===== src/hw/nfcPkg.sv =====
`default_nettype none

package nfcPkg;

    // command/address word, sent as bytes msb first
    localparam int caWidth    = 40;
    localparam int byteWidth  = 8;
    localparam int maxBytes   = caWidth / byteWidth;  // 5
    localparam int countWidth = 4;                    // numOfData, count minus one

    // DQ carries each byte on every lane
    localparam int dqLanes = 4;
    localparam int dqWidth = dqLanes * byteWidth;

    // two dies per way share one strobe copy each
    localparam int latchPins = 2;

    // bus timing in system clock cycles
    localparam int setupCycles  = 10;  // latch enable rise to first byte
    localparam int byteCycles   = 10;
    localparam int weHighCycles = 5;   // WE high at the head of a byte
    localparam int timerWidth   = 4;

    typedef logic [byteWidth-1:0] caByte_t;
    typedef logic [caWidth-1:0]   caWord_t;
    typedef logic [dqWidth-1:0]   dqWord_t;

endpackage

`default_nettype wire


===== src/hw/commandSequencer.sv =====
`default_nettype none

module commandSequencer import nfcPkg::*; (
    input  wire  iSystemClock,
    input  wire  arstN,
    input  wire  start,
    input  wire  lastByte,
    output logic ready,
    output logic lastStep,
    output logic capture,
    output logic busActive,
    output logic byteValid,
    output logic weWindow,
    output logic byteAdvance
);

    // finish: one cycle with the pins dropped, one with lastStep up
    localparam int finishCycles = 2;

    localparam logic [2:0] phaseIdle   = 3'd0;
    localparam logic [2:0] phaseReady  = 3'd1;
    localparam logic [2:0] phaseSetup  = 3'd2;
    localparam logic [2:0] phaseByte   = 3'd3;
    localparam logic [2:0] phaseFinish = 3'd4;

    logic [2:0]            phase;
    logic [2:0]            phaseNext;
    logic [timerWidth-1:0] timer;
    logic                  timerDone;

    // ready is only ever high while sitting in the ready phase
    assign capture = start & ready;

    assign busActive   = (phase == phaseSetup) || (phase == phaseByte);
    assign byteValid   = phase == phaseByte;
    assign weWindow    = byteValid && (timer < timerWidth'(weHighCycles));
    assign byteAdvance = byteValid && (timer == timerWidth'(byteCycles - 1));

    always_comb begin
        case (phase)
            phaseSetup: begin
                timerDone = timer == timerWidth'(setupCycles - 1);
            end
            phaseByte: begin
                timerDone = byteAdvance;
            end
            phaseFinish: begin
                timerDone = timer == timerWidth'(finishCycles - 1);
            end
            default: begin
                timerDone = 1'b1;  // keeps the timer parked at zero
            end
        endcase
    end

    always_comb begin
        phaseNext = phase;
        case (phase)
            phaseIdle: begin
                phaseNext = phaseReady;
            end
            phaseReady: begin
                phaseNext = capture ? phaseSetup : phaseReady;
            end
            phaseSetup: begin
                phaseNext = timerDone ? phaseByte : phaseSetup;
            end
            phaseByte: begin
                // another byte unless the queue says this was the last
                phaseNext = (timerDone && lastByte) ? phaseFinish : phaseByte;
            end
            phaseFinish: begin
                phaseNext = timerDone ? phaseReady : phaseFinish;
            end
            default: begin
                phaseNext = phaseIdle;
            end
        endcase
    end

    always_ff @(posedge iSystemClock or negedge arstN) begin
        if (!arstN) begin
            phase    <= phaseIdle;
            timer    <= '0;
            ready    <= 1'b0;
            lastStep <= 1'b0;
        end else begin
            phase    <= phaseNext;
            timer    <= timerDone ? '0 : timer + 1'b1;
            ready    <= phaseNext == phaseReady;
            lastStep <= (phase == phaseFinish) && (timer == '0);  // lands with pins low
        end
    end

endmodule

`default_nettype wire


===== src/hw/caByteQueue.sv =====
`default_nettype none

module caByteQueue import nfcPkg::*; (
    input  wire                  iSystemClock,
    input  wire                  arstN,
    input  wire                  capture,
    input  wire                  byteAdvance,
    input  wire caWord_t         caData,
    input  wire [countWidth-1:0] numOfData,
    output caByte_t              currentByte,
    output logic                 lastByte
);

    localparam logic [countWidth-1:0] lastIndex = countWidth'(maxBytes - 1);

    caWord_t               word;
    logic [countWidth-1:0] remaining;  // bytes still to come after the current one
    logic [countWidth-1:0] loadCount;

    // anything past the word length sends the whole word
    assign loadCount = (numOfData > lastIndex) ? lastIndex : numOfData;

    assign currentByte = word[caWidth-1 -: byteWidth];

    always_ff @(posedge iSystemClock) begin
        if (capture) begin
            word <= caData;
        end else if (byteAdvance) begin
            word <= {word[caWidth-byteWidth-1:0], {byteWidth{1'b0}}};  // next byte to the top
        end
    end

    always_ff @(posedge iSystemClock or negedge arstN) begin
        if (!arstN) begin
            remaining <= '0;
            lastByte  <= 1'b0;
        end else if (capture) begin
            remaining <= loadCount;
            lastByte  <= loadCount == '0;
        end else if (byteAdvance && (remaining != '0)) begin
            remaining <= remaining - 1'b1;
            lastByte  <= remaining == countWidth'(1);
        end
    end

endmodule

`default_nettype wire


===== src/hw/nandPinDriver.sv =====
`default_nettype none

module nandPinDriver import nfcPkg::*; #(
    parameter int numberOfWays = 4
) (
    input  wire                        iSystemClock,
    input  wire                        arstN,
    input  wire                        capture,
    input  wire [numberOfWays-1:0]     targetWay,
    input  wire                        caSelect,
    input  wire                        busActive,
    input  wire                        byteValid,
    input  wire                        weWindow,
    input  wire caByte_t               currentByte,
    output logic [2*numberOfWays-1:0]  chipEnable,
    output logic [latchPins-1:0]       writeEnable,
    output logic [latchPins-1:0]       addressLatchEnable,
    output logic [latchPins-1:0]       commandLatchEnable,
    output dqWord_t                    dq
);

    logic [numberOfWays-1:0] wayHeld;
    logic                    commandHeld;  // 1 for command, 0 for address

    // request fields held for the whole transfer
    always_ff @(posedge iSystemClock) begin
        if (capture) begin
            wayHeld     <= targetWay;
            commandHeld <= caSelect;
        end
    end

    always_ff @(posedge iSystemClock or negedge arstN) begin
        if (!arstN) begin
            chipEnable         <= '0;
            writeEnable        <= '0;
            addressLatchEnable <= '0;
            commandLatchEnable <= '0;
            dq                 <= '0;
        end else begin
            chipEnable         <= busActive ? {2{wayHeld}} : '0;  // same mask for both dies
            commandLatchEnable <= {latchPins{busActive & commandHeld}};
            addressLatchEnable <= {latchPins{busActive & ~commandHeld}};
            writeEnable        <= {latchPins{weWindow}};
            dq                 <= byteValid ? {dqLanes{currentByte}} : '0;
        end
    end

endmodule

`default_nettype wire


===== src/hw/nfcCommandAsync.sv =====
`default_nettype none

module nfcCommandAsync import nfcPkg::*; #(
    parameter int numberOfWays = 4
) (
    input  wire                        iSystemClock,
    input  wire                        arstN,
    input  wire                        start,
    input  wire [numberOfWays-1:0]     targetWay,
    input  wire [countWidth-1:0]       numOfData,
    input  wire                        caSelect,
    input  wire caWord_t               caData,
    output logic                       ready,
    output logic                       lastStep,
    output dqWord_t                    dq,
    output logic [2*numberOfWays-1:0]  chipEnable,
    output logic [latchPins-1:0]       writeEnable,
    output logic [latchPins-1:0]       addressLatchEnable,
    output logic [latchPins-1:0]       commandLatchEnable
);

    logic    capture;
    logic    busActive;
    logic    byteValid;
    logic    weWindow;
    logic    byteAdvance;
    logic    lastByte;
    caByte_t currentByte;

    commandSequencer u_commandSequencer (
        .iSystemClock (iSystemClock),
        .arstN        (arstN),
        .start        (start),
        .lastByte     (lastByte),
        .ready        (ready),
        .lastStep     (lastStep),
        .capture      (capture),
        .busActive    (busActive),
        .byteValid    (byteValid),
        .weWindow     (weWindow),
        .byteAdvance  (byteAdvance)
    );

    caByteQueue u_caByteQueue (
        .iSystemClock (iSystemClock),
        .arstN        (arstN),
        .capture      (capture),
        .byteAdvance  (byteAdvance),
        .caData       (caData),
        .numOfData    (numOfData),
        .currentByte  (currentByte),
        .lastByte     (lastByte)
    );

    nandPinDriver #(
        .numberOfWays (numberOfWays)
    ) u_nandPinDriver (
        .iSystemClock       (iSystemClock),
        .arstN              (arstN),
        .capture            (capture),
        .targetWay          (targetWay),
        .caSelect           (caSelect),
        .busActive          (busActive),
        .byteValid          (byteValid),
        .weWindow           (weWindow),
        .currentByte        (currentByte),
        .chipEnable         (chipEnable),
        .writeEnable        (writeEnable),
        .addressLatchEnable (addressLatchEnable),
        .commandLatchEnable (commandLatchEnable),
        .dq                 (dq)
    );

endmodule

`default_nettype wire


===== config.mk =====
export PLATFORM = sky130hd
export DESIGN_NAME = nfcCommandAsync
export DESIGN_NICKNAME = d
export VERILOG_FILES = /design/src/hw/nfcPkg.sv /design/src/hw/commandSequencer.sv /design/src/hw/caByteQueue.sv /design/src/hw/nandPinDriver.sv /design/src/hw/nfcCommandAsync.sv
export SDC_FILE = /design/constraint.sdc
export NUM_CORES = 1
export LEC_CHECK = 0
export CAP_MARGIN = 5
export CELL_PAD_IN_SITES_DETAIL_PLACEMENT = 2
export CELL_PAD_IN_SITES_GLOBAL_PLACEMENT = 2
export CORE_MARGIN = 1.5
export CORE_UTILIZATION = 35
export CTS_CLUSTER_DIAMETER = 60
export DETAILED_ROUTE_END_ITERATION = 8
export DONT_BUFFER_PORTS = 1
export GPL_TIMING_DRIVEN = 0
export HOLD_SLACK_MARGIN = 0.1
export PLACE_DENSITY = 0.73
export SLEW_MARGIN = 20
export SYNTH_ARGS = -nofsm -noshare
export SYNTH_HDL_FRONTEND = slang
export SYNTH_SLANG_ARGS = --single-unit
export TNS_END_PERCENT = 20

===== constraint.sdc =====
create_clock -name iSystemClock -period 4.3 [get_ports iSystemClock]
set_input_delay 0.86 -clock iSystemClock [delete_from_list [all_inputs] [get_ports iSystemClock]]
set_output_delay 0.86 -clock iSystemClock [all_outputs]
set_load 0.01 [all_outputs]

# Word level (Yosys, flattened, before mapping)
# Cells that the tools add are included.
# classes
n_addsub	2
n_mul	0
div	0
n_lt_le_gt_ge	2
n_eq_ne	8
shifts	0
mux	16
bitwise_logic	4
n_reduce_logical	12
# op_table
op	count
40-bit two-way mux	2
32-bit two-way mux	1
4-bit two-way mux	4
3-bit case mux with 5 select lines	1
4-bit by 1-bit equality test with 1-bit output (second input constant)	2
4-bit zero test	2
8-bit two-way mux	1
3-bit by 1-bit equality test with 1-bit output (second input constant)	2
3-bit by 2-bit equality test with 1-bit output (second input constant)	2
3-bit two-way mux	2
1-bit logical AND	5
4-bit by 1-bit adder with 4-bit output (second input constant)	1
4-bit equality test (second input constant)	1
4-bit by 3-bit greater-than comparator with 1-bit output (second input constant)	1
4-bit by 3-bit less-than comparator with 1-bit output (second input constant)	1
2-bit nonzero test	2
4-bit nonzero test	1
4-bit by 1-bit subtractor with 4-bit output (second input constant)	1
1-bit AND	3
3-bit equality test (second input constant)	1
3-bit zero test	1
1-bit two-way mux	3
1-bit case mux with 3 select lines	1
2-bit two-way mux	1
other kinds (2)	2
# totals
ff_bits	102
latchBits	0
ramBits	0
rom_bits	0
output_inout_bits	48
n_memories	0

# Depth between registers and ports, before layout
# depth
ltp_word	7
mapped_depth	7

# Modules after synthesis
# From an unflattened synthesis, not the netlist that was laid out.
# unflattened
hier_cells	248
area_unflattened_um2	3394.5
# by_module_without_submodules
mod	n_inst	cells_each	area_per_inst_um2
caByteQueue	1	125	2011.9
nandPinDriver	1	65	847.1
commandSequencer	1	58	535.5

# Worst setup path after synthesis
# No wires, ideal clock.
# synth_timing
path_kind	reg-to-reg
startpoint	register u_commandSequencer.timer[1]
endpoint	register u_caByteQueue.word[0], enable pin
t_arrival_ps	3628
t_required_ps	3807
path_slack_ps	179
stages_incl_launch_ff	5
n_path_buf	0
synth_period_minus_slack_ps	4121
cell_sequence	dfrtp_1 -> inv_1 -> ha_1 -> nand3b_1 -> o21ai_0
# synth_via
elab_chain_cells	3
# synth_rtl
element	line	source
start: declaration	commandSequencer.sv:28	logic [timerWidth-1:0] timer;
start signal: assignment	commandSequencer.sv:89	timer <= timerDone ? '0 : timer + 1'b1;
4-bit equality test	commandSequencer.sv:37	assign byteAdvance = byteValid && (timer == timerWidth'(byteCycles - 1));
1-bit logical AND	commandSequencer.sv:37	
2-bit nonzero test (no line)	--	
end signal: assignment	caByteQueue.sv:27	word <= caData;
end signal: assignment	caByteQueue.sv:29	word <= {word[caWidth-byteWidth-1:0], {byteWidth{1'b0}}};
end: declaration	caByteQueue.sv:16	caWord_t word;
# Every way passes these cells.
# A chain may end at the register's enable or synchronous reset.

# Final worst setup path
# layout_timing
startpoint	register u_commandSequencer.ready
endpoint	register u_caByteQueue.word[1], enable pin
# layout_via
elab_chain_cells	2
# layout_rtl
element	line	source
start: declaration	commandSequencer.sv:8	output logic ready,
start signal: assignment	commandSequencer.sv:90	ready <= phaseNext == phaseReady;
1-bit AND	commandSequencer.sv:32	assign capture = start & ready;
2-bit nonzero test (no line)	--	
# Every way passes these cells.

==> impl_metrics.json <==
{
  "status": "finished clean",
  "synth-async-reset-ratio_pct": 39.2,
  "ys_warn_count": 0,
  "power_uw": 2520,
  "seq_power_share_pct": 46.0,
  "setup_viol": 0,
  "cp.arrival_ps": 2330,
  "clock_sinks": 74,
  "switching_share_pct": 35.3,
  "dieArea_um2": 10100,
  "grt_pass1_wl_um": 11400,
  "nNetsFinal": 374,
  "pin_count": 100,
  "rows": 35,
  "relSlewSlack_pct": 51.2,
  "r2r_slack_ps": 2070,
  "cts_resized": 0,
  "setup.worst_path.start_class": "flip-flop",
  "final-seq-area_um2": 2080,
  "final.period_utilization_pct": 51.8,
  "cp-startpoint": "u_commandSequencer.ready",
  "crit_slowest_cell": "dfrtp_1",
  "cap_viol_max_count": 0,
  "worst-setup-path-type": "reg -> reg",
  "fin_crit_ps": 2230,
  "portBuffers": 0,
  "cts_buffers": 9,
  "rr_worst_depth": 4,
  "clock_tree.buffer_depth": 2,
  "die_x_um": 100,
  "die_h_um": 100,
  "syn_inst": 304,
  "drc": 0,
  "start_util_pct": 36.1,
  "drt_iter0_drc": 53,
  "antenna_found_initial": 0,
  "synth_fp_nets": 362,
  "clk-insertion-delay-late_ps": 350,
  "drt_first_pass_iters": 4,
  "cts_hold_repair.buffers": 0,
  "placed_area_um2": 3490,
  "synthDistinctLibCells": 32,
  "clockPowerShare_pct": 22.7,
  "p_switching_uw": 890,
  "syn_area_um2": 3320,
  "hp-class": "in -> async",
  "p_leak_uw": 0.00168,
  "final_antenna_net_count": 0,
  "synth_ff_type": "edfxtp_1",
  "gp_congestion": 0.752,
  "drive_gt1_share_pct": 17.1,
  "wl_per_cell_um": 16.8,
  "overflow": 0,
  "num_vias": 2149,
  "hold_viol": 0,
  "ys_seq_area_share_pct": 62.6,
  "nFillCells": 972,
  "finalClockSkew_ps": 11.4,
  "critPathRequiredTime_ps": 4400,
  "yosysMostFrequentCell": "nand2_1",
  "cts_tree": "built",
  "fin_util_pct": 40.3,
  "core_area_um2": 9200,
  "synthTopCellsByArea": "edfxtp_1 41%, dfrtp_1 22%, nand2_1 11%, buf_4 7.0%, and3_1 3.4%",
  "max_freq_mhz": 449,
  "place_ws_ps": 1720,
  "n_antenna_cell": 0,
  "slowest_delay_ps": 500,
  "cts_root_buf": "clkbuf_8",
  "grt_start_max_net_pins": 30,
  "multi_input_area_um2": 940,
  "crit_family": "buffers and inverters",
  "drt_wl_total_um": 7280,
  "rsz0062_at_grt": "false",
  "worstPathCellList": "nand2_1 -> clkbuf_1 -> o21ai_4 -> buf_16",
  "ir_drop_uv": 172,
  "layout_setup_ws_ps": 2070,
  "ys_ff_latch": 74,
  "postCtsSetupRepairBufs": 0,
  "crit_end": "u_caByteQueue.word[1]",
  "first_global_vias": 2323,
  "synthToLayoutAreaGrowth_pct": 11.7,
  "dp_hpwl_um": 5310,
  "slew_viol_final": 0,
  "avgSynthCellArea_um2": 10.9,
  "clk_transition_reported_paths_ps": 80,
  "end_kind": "flip-flop",
  "synth_top_area_share_pct": 40.7,
  "cp_max_fo": 21,
  "yosysTopAreaCell": "edfxtp_1",
  "final_area_um2": 3700,
  "tightest_slew_ps": 730,
  "grt_usage_pct": 15.0,
  "p_comb_share_pct": 31.3,
  "crit_cells": 4,
  "htree_levels": 3,
  "power_density_nw_per_um2": 680,
  "worstReg2RegEnd": "u_caByteQueue.word[1]",
  "reg2reg_from": "u_commandSequencer.ready",
  "intPower_uw": 1630,
  "crit_buf_inv": 2,
  "vias_per_cell": 4.97,
  "synth_common_cells": "99 x nand2_1, 45 x edfxtp_1, 31 x buf_4",
  "synth-edff-count": 45
}
==> flip-flops by register name, indices dropped and copies added (netlist names) <==
register and flops:
u_caByteQueue.remaining 4, u_nandPinDriver.writeEnable 1, u_nandPinDriver.dq 8, u_caByteQueue.word 40, u_nandPinDriver.wayHeld 4, u_commandSequencer.phase 3, u_nandPinDriver.commandHeld 1, u_nandPinDriver.addressLatchEnable 1
u_nandPinDriver.commandLatchEnable 1, u_commandSequencer.lastStep 1, u_caByteQueue.lastByte 1, u_nandPinDriver.chipEnable 4, u_commandSequencer.ready 1, u_commandSequencer.timer 4
==> area by class of cell <==
cell class | instances | share of cell area, %
Sequential cell | 74 | 56.1
Multi-Input combinational cell | 179 | 25.4
Clock inverter | 6 | 1.96
Inverter | 9 | 0.912
Timing Repair Buffer | 1 | 0.743
Buffer | 42 | 7.50
Clock buffer | 10 | 3.71
Tap cell | 111 | 3.75
==> metal layers <==
| layer | wire length [µm] | global-route usage [%] |
|---|---|---|
| met5 | 0 | 0 |
| met3 | 432 | 4.53 |
| met4 | 59 | 4.88 |
| met1 | 3070 | 17.1 |
| met2 | 3720 | 26.9 |
==> worst reg2reg max path, stage by stage, from the launching register on <==
cell,delay (ps)
dfrtp_1,500
nand2_1,380
clkbuf_1,480
o21ai_4,340
buf_16,270
==> worst min path at each step <==
stage                                                 end                        start  slack (ps)  cells past startpoint
finish                        u_commandSequencer.timer[0]                        arstN         200                      0
global route                u_nandPinDriver.chipEnable[4]                        arstN         170                      0
CTS                           u_commandSequencer.timer[0]                        arstN         180                      0
detailed placement  u_nandPinDriver.addressLatchEnable[0]  u_nandPinDriver.commandHeld         430                      1
global placement    u_nandPinDriver.addressLatchEnable[0]  u_nandPinDriver.commandHeld         400                      1
floorplan           u_nandPinDriver.addressLatchEnable[0]  u_nandPinDriver.commandHeld         400                      1
==> kinds of logic (layout without fill, tap and decap cells) <==
kind of cell	Yosys count	count (layout)	synth area share, %
adder cells (fa/ha/maj)	6	6	2.26
AND/OR/NAND/NOR	150	150	20.3
flip-flops	74	74	62.6
AO/OA/AOI/OAI	15	15	2.98
buffers and inverters	51	68	9.39
XOR/XNOR	3	3	0.792
multiplexers	5	5	1.66
==> through the flow <==
step | TNS, ps | hold slack [ps] | instances
finish | 0 | 198 | 432
global route | 0 | 169 | 432
CTS | 0 | 179 | 432
detailed placement | 0 | 431 | 416
global placement | -48940 | 402 | 415
floorplan | 0 | 395 | 304
==> layout by cell type (no fill, tap or decap), drive strengths merged, types with 2 or more instances in the layout <==
| cell type | instances |
|---|---|
| clkbuf | 18 |
| ha | 6 |
| mux2i | 4 |
| inv | 12 |
| nand2 | 99 |
| a21oi | 6 |
| buf | 35 |
| and3 | 18 |
| edfxtp | 45 |
| dfrtp | 29 |
| nor3b | 2 |
| nand3 | 2 |
| xnor2 | 2 |
| nor3 | 4 |
| nand3b | 2 |
| nor2b | 3 |
| nor2 | 10 |
| or3 | 2 |
| a211oi | 2 |
| o21ai | 3 |
| and2 | 6 |
==> power by group through the flow <==
stage               sequential, µW  clock (µW)  combinational [µW]
finish                        1160         572                 789
global route                  1190         616                 889
CTS                           1160         589                 811
detailed placement            1180           0                 804
global placement              1180           0                 742
floorplan                     1150           0                 621
Power figures use the tool's default switching activity.
